**src/rtl/stamofu_pkg.sv**
```systemverilog
// --------------------------------------------------------------------------
// Shared widths, queue sizing and the operation field encoding for the
// store/AMO/fence request path. Imported by the RTL and the testbench.
// --------------------------------------------------------------------------

package stamofu_pkg;

	// ----------------------------------------------------------------------
	// Address widths

	// Virtual page number, passed through untranslated
	localparam int VPN_WIDTH = 20;
	// Page offset; the word part drops the low two bits
	localparam int PO_WIDTH = 12;

	// ----------------------------------------------------------------------
	// Queue sizing

	localparam int LQ_ENTRIES = 4;
	localparam int LOG_LQ_ENTRIES = 2;

	// Completion queue index is only carried along
	localparam int LOG_CQ_ENTRIES = 3;

	// ----------------------------------------------------------------------
	// Operation field

	// Store view of the op field
	// Size 0 is a byte, 1 a half, 2 a word
	typedef struct packed {
		logic [1:0] rsvd;
		logic [1:0] size;
	} stamofu_store_op_t;

	// Same 4 bits, read as a store size or as an AMO function.
	// AMOs are always word sized, so the AMO view needs no size.
	typedef union packed {
		stamofu_store_op_t store;
		logic [3:0] amo_funct;
	} stamofu_op_u;

endpackage

```
**src/rtl/stamofu_req_former.sv**
```systemverilog
// --------------------------------------------------------------------------
// Request former. Registers one dispatched store, AMO or fence and works out
// its byte mask, lane-aligned write data and misalignment status.
// --------------------------------------------------------------------------

`timescale 1ns/1ns

module stamofu_req_former import stamofu_pkg::*; (
	input logic CLK,
	input logic nRST,

	// Dispatch side
	input logic in_valid,
	input logic in_is_store,
	input logic in_is_amo,
	input logic in_is_fence,
	input stamofu_op_u in_op,
	input logic [VPN_WIDTH-1:0] in_vpn,
	input logic [PO_WIDTH-1:0] in_po,
	input logic [31:0] in_write_data,
	input logic [LOG_CQ_ENTRIES-1:0] in_cq_index,
	output logic in_ack,

	// Launch queue enqueue side
	output logic enq_valid,
	output logic enq_is_store,
	output logic enq_is_amo,
	output logic enq_is_fence,
	output stamofu_op_u enq_op,
	output logic enq_is_mq,
	output logic enq_misaligned,
	output logic enq_misaligned_exception,
	output logic [VPN_WIDTH-1:0] enq_vpn,
	output logic [PO_WIDTH-3:0] enq_po_word,
	output logic [3:0] enq_byte_mask,
	output logic [31:0] enq_write_data,
	output logic [LOG_CQ_ENTRIES-1:0] enq_cq_index,
	input logic enq_ack
);

	logic take;
	logic [1:0] size;
	logic [1:0] offset;
	logic [2:0] access_bytes;
	logic [3:0] base_mask;
	logic [7:0] wide_mask;
	logic misaligned;

	// Stage is free when empty or when its request leaves this cycle
	assign in_ack = ~enq_valid | enq_ack;
	assign take = in_valid & in_ack;

	// ----------------------------------------------------------------------
	// Size, mask and misalignment

	always_comb begin
		// AMOs are word sized regardless of the op bits
		size = in_is_amo ? 2'd2 : in_op.store.size;
		offset = in_po[1:0];
		case (size)
			2'd0: begin
				access_bytes = 3'd1;
				base_mask = 4'h1;
			end
			2'd1: begin
				access_bytes = 3'd2;
				base_mask = 4'h3;
			end
			default: begin
				access_bytes = 3'd4;
				base_mask = 4'hF;
			end
		endcase
		// Bytes past lane 3 fall off here and go to the MQ half
		wide_mask = {4'h0, base_mask} << offset;
		misaligned = ({1'b0, offset} + access_bytes) > 3'd4;
	end

	// ----------------------------------------------------------------------
	// Stage registers

	always_ff @(posedge CLK, negedge nRST) begin
		if (~nRST) begin
			enq_valid <= 1'b0;
		end
		else if (take) begin
			enq_valid <= 1'b1;
		end
		else if (enq_ack) begin
			enq_valid <= 1'b0;
		end
	end

	always_ff @(posedge CLK) begin
		if (take) begin
			enq_is_store <= in_is_store;
			enq_is_amo <= in_is_amo;
			enq_is_fence <= in_is_fence;
			enq_op <= in_op;
			enq_vpn <= in_vpn;
			enq_po_word <= in_po[PO_WIDTH-1:2];
			enq_cq_index <= in_cq_index;
			// Fences carry no data and never split
			enq_byte_mask <= in_is_fence ? 4'h0 : wide_mask[3:0];
			enq_write_data <= in_is_fence ? 32'h0 : in_write_data << {offset, 3'b000};
			enq_misaligned <= ~in_is_fence & misaligned;
			enq_is_mq <= in_is_store & ~in_is_fence & misaligned;
			enq_misaligned_exception <= in_is_amo & ~in_is_fence & misaligned;
		end
	end

endmodule

```
**src/rtl/stamofu_lq.sv**
```systemverilog
// --------------------------------------------------------------------------
// Launch queue. Four-entry circular FIFO between the request former and the
// launcher, with valid/ack on both enqueue and dequeue.
// --------------------------------------------------------------------------

`timescale 1ns/1ns

module stamofu_lq import stamofu_pkg::*; (
	input logic CLK,
	input logic nRST,

	// Enqueue from the former
	input logic enq_valid,
	input logic enq_is_store,
	input logic enq_is_amo,
	input logic enq_is_fence,
	input stamofu_op_u enq_op,
	input logic enq_is_mq,
	input logic enq_misaligned,
	input logic enq_misaligned_exception,
	input logic [VPN_WIDTH-1:0] enq_vpn,
	input logic [PO_WIDTH-3:0] enq_po_word,
	input logic [3:0] enq_byte_mask,
	input logic [31:0] enq_write_data,
	input logic [LOG_CQ_ENTRIES-1:0] enq_cq_index,
	output logic enq_ack,

	// Dequeue to the launcher
	output logic deq_valid,
	output logic deq_is_store,
	output logic deq_is_amo,
	output logic deq_is_fence,
	output stamofu_op_u deq_op,
	output logic deq_is_mq,
	output logic deq_misaligned,
	output logic deq_misaligned_exception,
	output logic [VPN_WIDTH-1:0] deq_vpn,
	output logic [PO_WIDTH-3:0] deq_po_word,
	output logic [3:0] deq_byte_mask,
	output logic [31:0] deq_write_data,
	output logic [LOG_CQ_ENTRIES-1:0] deq_cq_index,
	input logic deq_ack
);

	// Entry storage
	logic is_store_q [LQ_ENTRIES];
	logic is_amo_q [LQ_ENTRIES];
	logic is_fence_q [LQ_ENTRIES];
	stamofu_op_u op_q [LQ_ENTRIES];
	logic is_mq_q [LQ_ENTRIES];
	logic misaligned_q [LQ_ENTRIES];
	logic misaligned_exception_q [LQ_ENTRIES];
	logic [VPN_WIDTH-1:0] vpn_q [LQ_ENTRIES];
	logic [PO_WIDTH-3:0] po_word_q [LQ_ENTRIES];
	logic [3:0] byte_mask_q [LQ_ENTRIES];
	logic [31:0] write_data_q [LQ_ENTRIES];
	logic [LOG_CQ_ENTRIES-1:0] cq_index_q [LQ_ENTRIES];

	logic [LOG_LQ_ENTRIES-1:0] head;
	logic [LOG_LQ_ENTRIES-1:0] tail;
	logic [LOG_LQ_ENTRIES:0] count;
	logic do_enq;
	logic do_deq;

	// Count MSB is set only at LQ_ENTRIES
	assign enq_ack = ~count[LOG_LQ_ENTRIES];
	assign deq_valid = count != '0;
	assign do_enq = enq_valid & enq_ack;
	assign do_deq = deq_valid & deq_ack;

	// ----------------------------------------------------------------------
	// Pointers and occupancy

	always_ff @(posedge CLK, negedge nRST) begin
		if (~nRST) begin
			head <= '0;
			tail <= '0;
			count <= '0;
		end
		else begin
			// Pointers wrap naturally at the power-of-two depth
			if (do_enq)
				tail <= tail + 1'b1;
			if (do_deq)
				head <= head + 1'b1;
			if (do_enq & ~do_deq)
				count <= count + 1'b1;
			else if (do_deq & ~do_enq)
				count <= count - 1'b1;
		end
	end

	always_ff @(posedge CLK) begin
		if (do_enq) begin
			is_store_q[tail] <= enq_is_store;
			is_amo_q[tail] <= enq_is_amo;
			is_fence_q[tail] <= enq_is_fence;
			op_q[tail] <= enq_op;
			is_mq_q[tail] <= enq_is_mq;
			misaligned_q[tail] <= enq_misaligned;
			misaligned_exception_q[tail] <= enq_misaligned_exception;
			vpn_q[tail] <= enq_vpn;
			po_word_q[tail] <= enq_po_word;
			byte_mask_q[tail] <= enq_byte_mask;
			write_data_q[tail] <= enq_write_data;
			cq_index_q[tail] <= enq_cq_index;
		end
	end

	// Oldest entry is always presented
	assign deq_is_store = is_store_q[head];
	assign deq_is_amo = is_amo_q[head];
	assign deq_is_fence = is_fence_q[head];
	assign deq_op = op_q[head];
	assign deq_is_mq = is_mq_q[head];
	assign deq_misaligned = misaligned_q[head];
	assign deq_misaligned_exception = misaligned_exception_q[head];
	assign deq_vpn = vpn_q[head];
	assign deq_po_word = po_word_q[head];
	assign deq_byte_mask = byte_mask_q[head];
	assign deq_write_data = write_data_q[head];
	assign deq_cq_index = cq_index_q[head];

endmodule

```
**src/rtl/stamofu_launcher.sv**
```systemverilog
// --------------------------------------------------------------------------
// Launcher. Pops the launch queue and turns each entry into a held data
// cache request, or into a one-cycle exception report for misaligned AMOs.
// --------------------------------------------------------------------------

`timescale 1ns/1ns

module stamofu_launcher import stamofu_pkg::*; (
	input logic CLK,
	input logic nRST,

	// Launch queue dequeue side
	input logic deq_valid,
	input logic deq_is_store,
	input logic deq_is_amo,
	input logic deq_is_fence,
	input stamofu_op_u deq_op,
	input logic deq_is_mq,
	input logic deq_misaligned,
	input logic deq_misaligned_exception,
	input logic [VPN_WIDTH-1:0] deq_vpn,
	input logic [PO_WIDTH-3:0] deq_po_word,
	input logic [3:0] deq_byte_mask,
	input logic [31:0] deq_write_data,
	input logic [LOG_CQ_ENTRIES-1:0] deq_cq_index,
	output logic deq_ack,

	// Data cache request
	output logic dc_req_valid,
	output logic dc_req_is_fence,
	output logic dc_req_is_amo,
	output logic [3:0] dc_req_amo_funct,
	output logic dc_req_is_mq,
	output logic [VPN_WIDTH-1:0] dc_req_vpn,
	output logic [PO_WIDTH-3:0] dc_req_po_word,
	output logic [3:0] dc_req_byte_mask,
	output logic [31:0] dc_req_write_data,
	output logic [LOG_CQ_ENTRIES-1:0] dc_req_cq_index,
	input logic dc_req_ack,

	// Exception report
	output logic exc_valid,
	output logic [LOG_CQ_ENTRIES-1:0] exc_cq_index
);

	logic take;
	logic take_req;
	logic take_exc;

	// Pop only when the request register is free this cycle.
	// Exceptions also wait here so they stay in order with requests.
	assign deq_ack = ~dc_req_valid | dc_req_ack;
	assign take = deq_valid & deq_ack;
	assign take_exc = take & deq_misaligned_exception;
	assign take_req = take & ~deq_misaligned_exception;

	// ----------------------------------------------------------------------
	// Control

	always_ff @(posedge CLK, negedge nRST) begin
		if (~nRST) begin
			dc_req_valid <= 1'b0;
			exc_valid <= 1'b0;
		end
		else begin
			exc_valid <= take_exc;
			if (take)
				dc_req_valid <= take_req;
			else if (dc_req_ack)
				dc_req_valid <= 1'b0;
		end
	end

	// ----------------------------------------------------------------------
	// Payload, held until the cache acks

	always_ff @(posedge CLK) begin
		if (take_req) begin
			dc_req_is_fence <= deq_is_fence;
			dc_req_is_amo <= deq_is_amo;
			// Function bits only mean something for an AMO
			dc_req_amo_funct <= deq_is_amo ? deq_op.amo_funct : 4'h0;
			// Split only applies to a misaligned store
			dc_req_is_mq <= deq_is_mq & deq_is_store & deq_misaligned;
			dc_req_vpn <= deq_vpn;
			dc_req_po_word <= deq_po_word;
			dc_req_byte_mask <= deq_byte_mask;
			dc_req_write_data <= deq_write_data;
			dc_req_cq_index <= deq_cq_index;
		end
		if (take_exc) begin
			exc_cq_index <= deq_cq_index;
		end
	end

endmodule

```
**src/rtl/stamofu_launch_top.sv**
```systemverilog
// --------------------------------------------------------------------------
// Request path top level. Chains the request former, the launch queue and
// the launcher; dispatch goes in, cache requests and exceptions come out.
// --------------------------------------------------------------------------

`timescale 1ns/1ns

module stamofu_launch_top import stamofu_pkg::*; (
	input logic CLK,
	input logic nRST,

	// Dispatch
	input logic in_valid,
	input logic in_is_store,
	input logic in_is_amo,
	input logic in_is_fence,
	input stamofu_op_u in_op,
	input logic [VPN_WIDTH-1:0] in_vpn,
	input logic [PO_WIDTH-1:0] in_po,
	input logic [31:0] in_write_data,
	input logic [LOG_CQ_ENTRIES-1:0] in_cq_index,
	output logic in_ack,

	// Data cache request
	output logic dc_req_valid,
	output logic dc_req_is_fence,
	output logic dc_req_is_amo,
	output logic [3:0] dc_req_amo_funct,
	output logic dc_req_is_mq,
	output logic [VPN_WIDTH-1:0] dc_req_vpn,
	output logic [PO_WIDTH-3:0] dc_req_po_word,
	output logic [3:0] dc_req_byte_mask,
	output logic [31:0] dc_req_write_data,
	output logic [LOG_CQ_ENTRIES-1:0] dc_req_cq_index,
	input logic dc_req_ack,

	// Exception report
	output logic exc_valid,
	output logic [LOG_CQ_ENTRIES-1:0] exc_cq_index
);

	// ----------------------------------------------------------------------
	// Former to queue
	logic enq_valid;
	logic enq_is_store;
	logic enq_is_amo;
	logic enq_is_fence;
	stamofu_op_u enq_op;
	logic enq_is_mq;
	logic enq_misaligned;
	logic enq_misaligned_exception;
	logic [VPN_WIDTH-1:0] enq_vpn;
	logic [PO_WIDTH-3:0] enq_po_word;
	logic [3:0] enq_byte_mask;
	logic [31:0] enq_write_data;
	logic [LOG_CQ_ENTRIES-1:0] enq_cq_index;
	logic enq_ack;

	// ----------------------------------------------------------------------
	// Queue to launcher
	logic deq_valid;
	logic deq_is_store;
	logic deq_is_amo;
	logic deq_is_fence;
	stamofu_op_u deq_op;
	logic deq_is_mq;
	logic deq_misaligned;
	logic deq_misaligned_exception;
	logic [VPN_WIDTH-1:0] deq_vpn;
	logic [PO_WIDTH-3:0] deq_po_word;
	logic [3:0] deq_byte_mask;
	logic [31:0] deq_write_data;
	logic [LOG_CQ_ENTRIES-1:0] deq_cq_index;
	logic deq_ack;

	// Port names match the wires above one for one
	stamofu_req_former req_former (.*);

	stamofu_lq lq (.*);

	stamofu_launcher launcher (.*);

endmodule

```
**config.mk**
```make
export PLATFORM = sky130hd
export DESIGN_NAME = stamofu_launch_top
export DESIGN_NICKNAME = d
export VERILOG_FILES = /design/src/rtl/stamofu_pkg.sv /design/src/rtl/stamofu_req_former.sv /design/src/rtl/stamofu_lq.sv /design/src/rtl/stamofu_launcher.sv /design/src/rtl/stamofu_launch_top.sv
export SDC_FILE = /design/constraint.sdc
export NUM_CORES = 1
export LEC_CHECK = 0
export ABC_AREA = 1
export BUFFER_PORTS_ARGS = -buffer_cell sky130_fd_sc_hd__buf_2
export CAP_MARGIN = 30
export CORE_MARGIN = 4
export CORE_UTILIZATION = 64
export DETAILED_ROUTE_END_ITERATION = 8
export PLACE_DENSITY = 0.9
export SYNTH_ARGS = -nofsm -noshare
export SYNTH_HDL_FRONTEND = slang
export SYNTH_HIERARCHICAL = 1
export SYNTH_SLANG_ARGS = --single-unit
```
**constraint.sdc**
```tcl
create_clock -name CLK -period 7.1 [get_ports CLK]
set_input_delay 0.355 -clock CLK [delete_from_list [all_inputs] [get_ports CLK]]
set_output_delay 0.355 -clock CLK [all_outputs]
set_load 0.03 [all_outputs]
```
==> results.md <==
* Setup crit start kind: flip-flop
* Avg Inst Size Synth at 14.17 um2
* Cells after Synth at 1,326
* Yosys Warn Count at 6
* Clock Tree Buf Depth at 3
* Gr usage total at 0.2550
* Area Overhead vs Synth at 15.67%
* Routed len/inst at 21.30 um
* Worst-path maximum fanout at 64
* Number of nets with antenna violations after routing at 0
* DP Worst Slack at 4.113 ns
* Register area share after synthesis at 0.7711
* Clk Latency, worst-skew pair at 0.56 ns
* HP Class: in -> reg
* Synth top area share at 0.7578
* Most common cell after layout, fill and taps aside: edfxtp_1
* Post-synthesis mux area share at 0
* Nets at 1,607
* Die ar. at 32,150 um2
* Worst Slack Setup Final at 4.082 ns
* Max Cap Viol at 0
* Initial antenna violation count at 2
* Congestion Overflow GR at 0
* Post-Route WL at 41.31 mm
* Core Area at 28,860 um2
* Worst relative slew slack at 0.3237
* Clock root cell: clkbuf_16
* Critical Path Sink Type: flip-flop
* Resize count post-CTS at 0
* CTS Buf Count at 45
* Least-Margin Pin Slew at 1.015 ns
* Worst Path Arrival at 3.23 ns
* Clock net sink count at 484
* Post-Synthesis Cell Area at 18,780 um2
* RD Place Congestion at 0.8429
* Port bufs at 159
* DIE HEIGHT at 179.3 um
* Initial Util at 0.6509
* VDD IR-drop max at 0.3923 mV
* Global-route wire length before repair at 61.60 mm
* Compound-cell area share of the yosys netlist at 0.08413
* Syn_nets at 1,413
* Adder-cell area share of the yosys netlist at 0.006795
* Vias in the first global route at 11,140
* XOR/XNOR Fraction of Synth Area at 0.0009326
* Pwr dens at 451.1 nW/um2
* First drt pass iteration count at 6
* Maximum clock rate at 331.4 MHz
* Synthesized flop and latch total at 484
* Num rows at 62
* Largest net degree at the start of global routing at 196
* Vias per std cell at 5.773
* # setup viols final at 0
* DR vias at 11,190
* Req. time, crit path at 7.31 ns
* Synth Area in Simple Gates at 0.07481
* Setup Fix Bufs, Post-CTS at 0
* Layout cell share with drive strength beyond 1 at 0.1880
* 1st-iter DRT viols at 1,281
* Fin Setup TNS at 0 ns
* H-tree depth at 2
* Post-synth cell types at 30
* Clock Pin Slew Worst Setup and Hold Paths at 0.06 ns
* Number of top-level pins at 160
* CTS tree: yes
* Fin. Hold Viols at 0
* Leak Pwr at 8.576 nW
* Pins Over Slew Limit at 0
* Residual DRC count at 0
* Commonest cells after routing, fill and taps aside: 474 x edfxtp_1, 320 x nand2_1, 196 x inv_1
* Largest family of logic cells by synthesized area: compound AO/OA/AOI/OAI gates
* CTS Hold Buffers Added at 33
* Synth area leaders: edfxtp_1 76%, nand2_1 6.4%, o211ai_1 5.1%, inv_1 3.9%, o211ai_2 2.1%
* Status: finished clean
* Setup clock skew after layout at 0.03397 ns
* RSZ-0062 raised after global routing: no
* Kind of critical path: reg -> reg
* Post-DP HPWL at 22.90 mm
* Min Tclk post-route at 3.018 ns
* Final period util at 0.4250
* Area leader, netlist: edfxtp_1
* Die X at 179.3 um
==> kinds of logic after synthesis <==
group / Yosys count
compound gates: 202
flops: 484
xor+xnor: 2
simple gates: 363
fa+ha+maj: 9
buf+inv: 266
==> flip-flops by register name (all words and copies together) (netlist names), 16 cells and up <==
signal and flops:
lq/op_q 16, lq/byte_mask_q 16, req_former/enq_write_data 32, lq/vpn_q 80
lq/po_word_q 40, req_former/enq_vpn 20, launcher/dc_req_write_data 32, lq/write_data_q 128
launcher/dc_req_vpn 20
==> routing by layer <==
layer,GRT usage,vias to the layer above,wire [um]
li1,-,5031,-
met1,0.3249,5450,15160
met2,0.4447,603,21380
met3,0.04197,110,3301
met4,0.09870,0,1467
met5,0,-,0
==> path summary, 6_finish.rpt <==
check | from | to | slack (ns) | cells after the start
min in group asynchronous | nRST | launcher/dc_req_valid | 0.21 | 2
min | in_po[6] | req_former/enq_po_word[4] | 0.03 | 1
max reg2reg | lq/head[1] | launcher/dc_req_write_data[12] | 4.08 | 8
max in group asynchronous | nRST | lq/head[1] | 6.65 | 2
min reg2reg | req_former/enq_write_data[7] | lq/write_data_q[3][7] | 0.48 | 0
max | lq/head[1] | launcher/dc_req_write_data[12] | 4.08 | 8
==> layout make-up <==
| class | instances | area, um2 |
|---|---|---|
| inverter | 205 | 782.0 |
| antenna | 2 | 5.005 |
| sequential | 484 | 14490 |
| tap | 384 | 480.5 |
| clock buffer | 61 | 1239 |
| timing repair buffer | 208 | 1384 |
| fill | 1515 | 7131 |
| multi-input combinational | 576 | 3179 |
| clock inverter | 19 | 170.2 |
==> through the flow <==
step	cell area, um2	util	power, mW	std cells	hold WS (ns)
final	21730	0.7529	9.801	1939	0.03129
after global routing	21730	0.7529	10.20	1939	0.004242
after CTS	21670	0.7511	9.759	1934	0.00001169
after detailed placement	19940	0.6908	7.372	1821	0.2399
after global placement	19780	0.6854	7.100	1815	0.2322
after floorplan	18780	-	6.537	1326	0.05941
==> power breakdown <==
group	switching, mW	internal (mW)
Clock	0.994	1.33
Sequential	0.348	4.22
Combinational	2.15	0.757
Total	3.49	6.31
==> worst max-delay path: stages (launching register included) <==
cell and delay (ns):
dfrtp_4 0.66, buf_16 0.32, inv_4 0.20, buf_16 0.28, o211ai_2 0.12, nand2_1 0.14
nor2_4 0.12, buf_4 0.44, buf_16 0.32
==> cells in the mapped netlist <==
cell,n
a21oi_1,6
and2_1,3
and3_1,1
buf_1,2
buf_2,14
buf_4,2
buf_6,19
clkbuf_1,24
clkinv_1,2
dfrtp_1,10
edfxtp_1,474
fa_1,2
ha_1,7
inv_1,196
inv_2,6
inv_4,1
nand2_1,320
nand2_2,3
nand2_4,1
nand3_1,8
nand4_1,1
nor2_1,24
nor2_2,2
o211ai_1,127
o211ai_2,31
o21ai_0,18
o21ai_1,15
o21ai_2,5
xnor2_1,1
xor2_1,1
No activity file was read; power rests on OpenSTA's default activity.
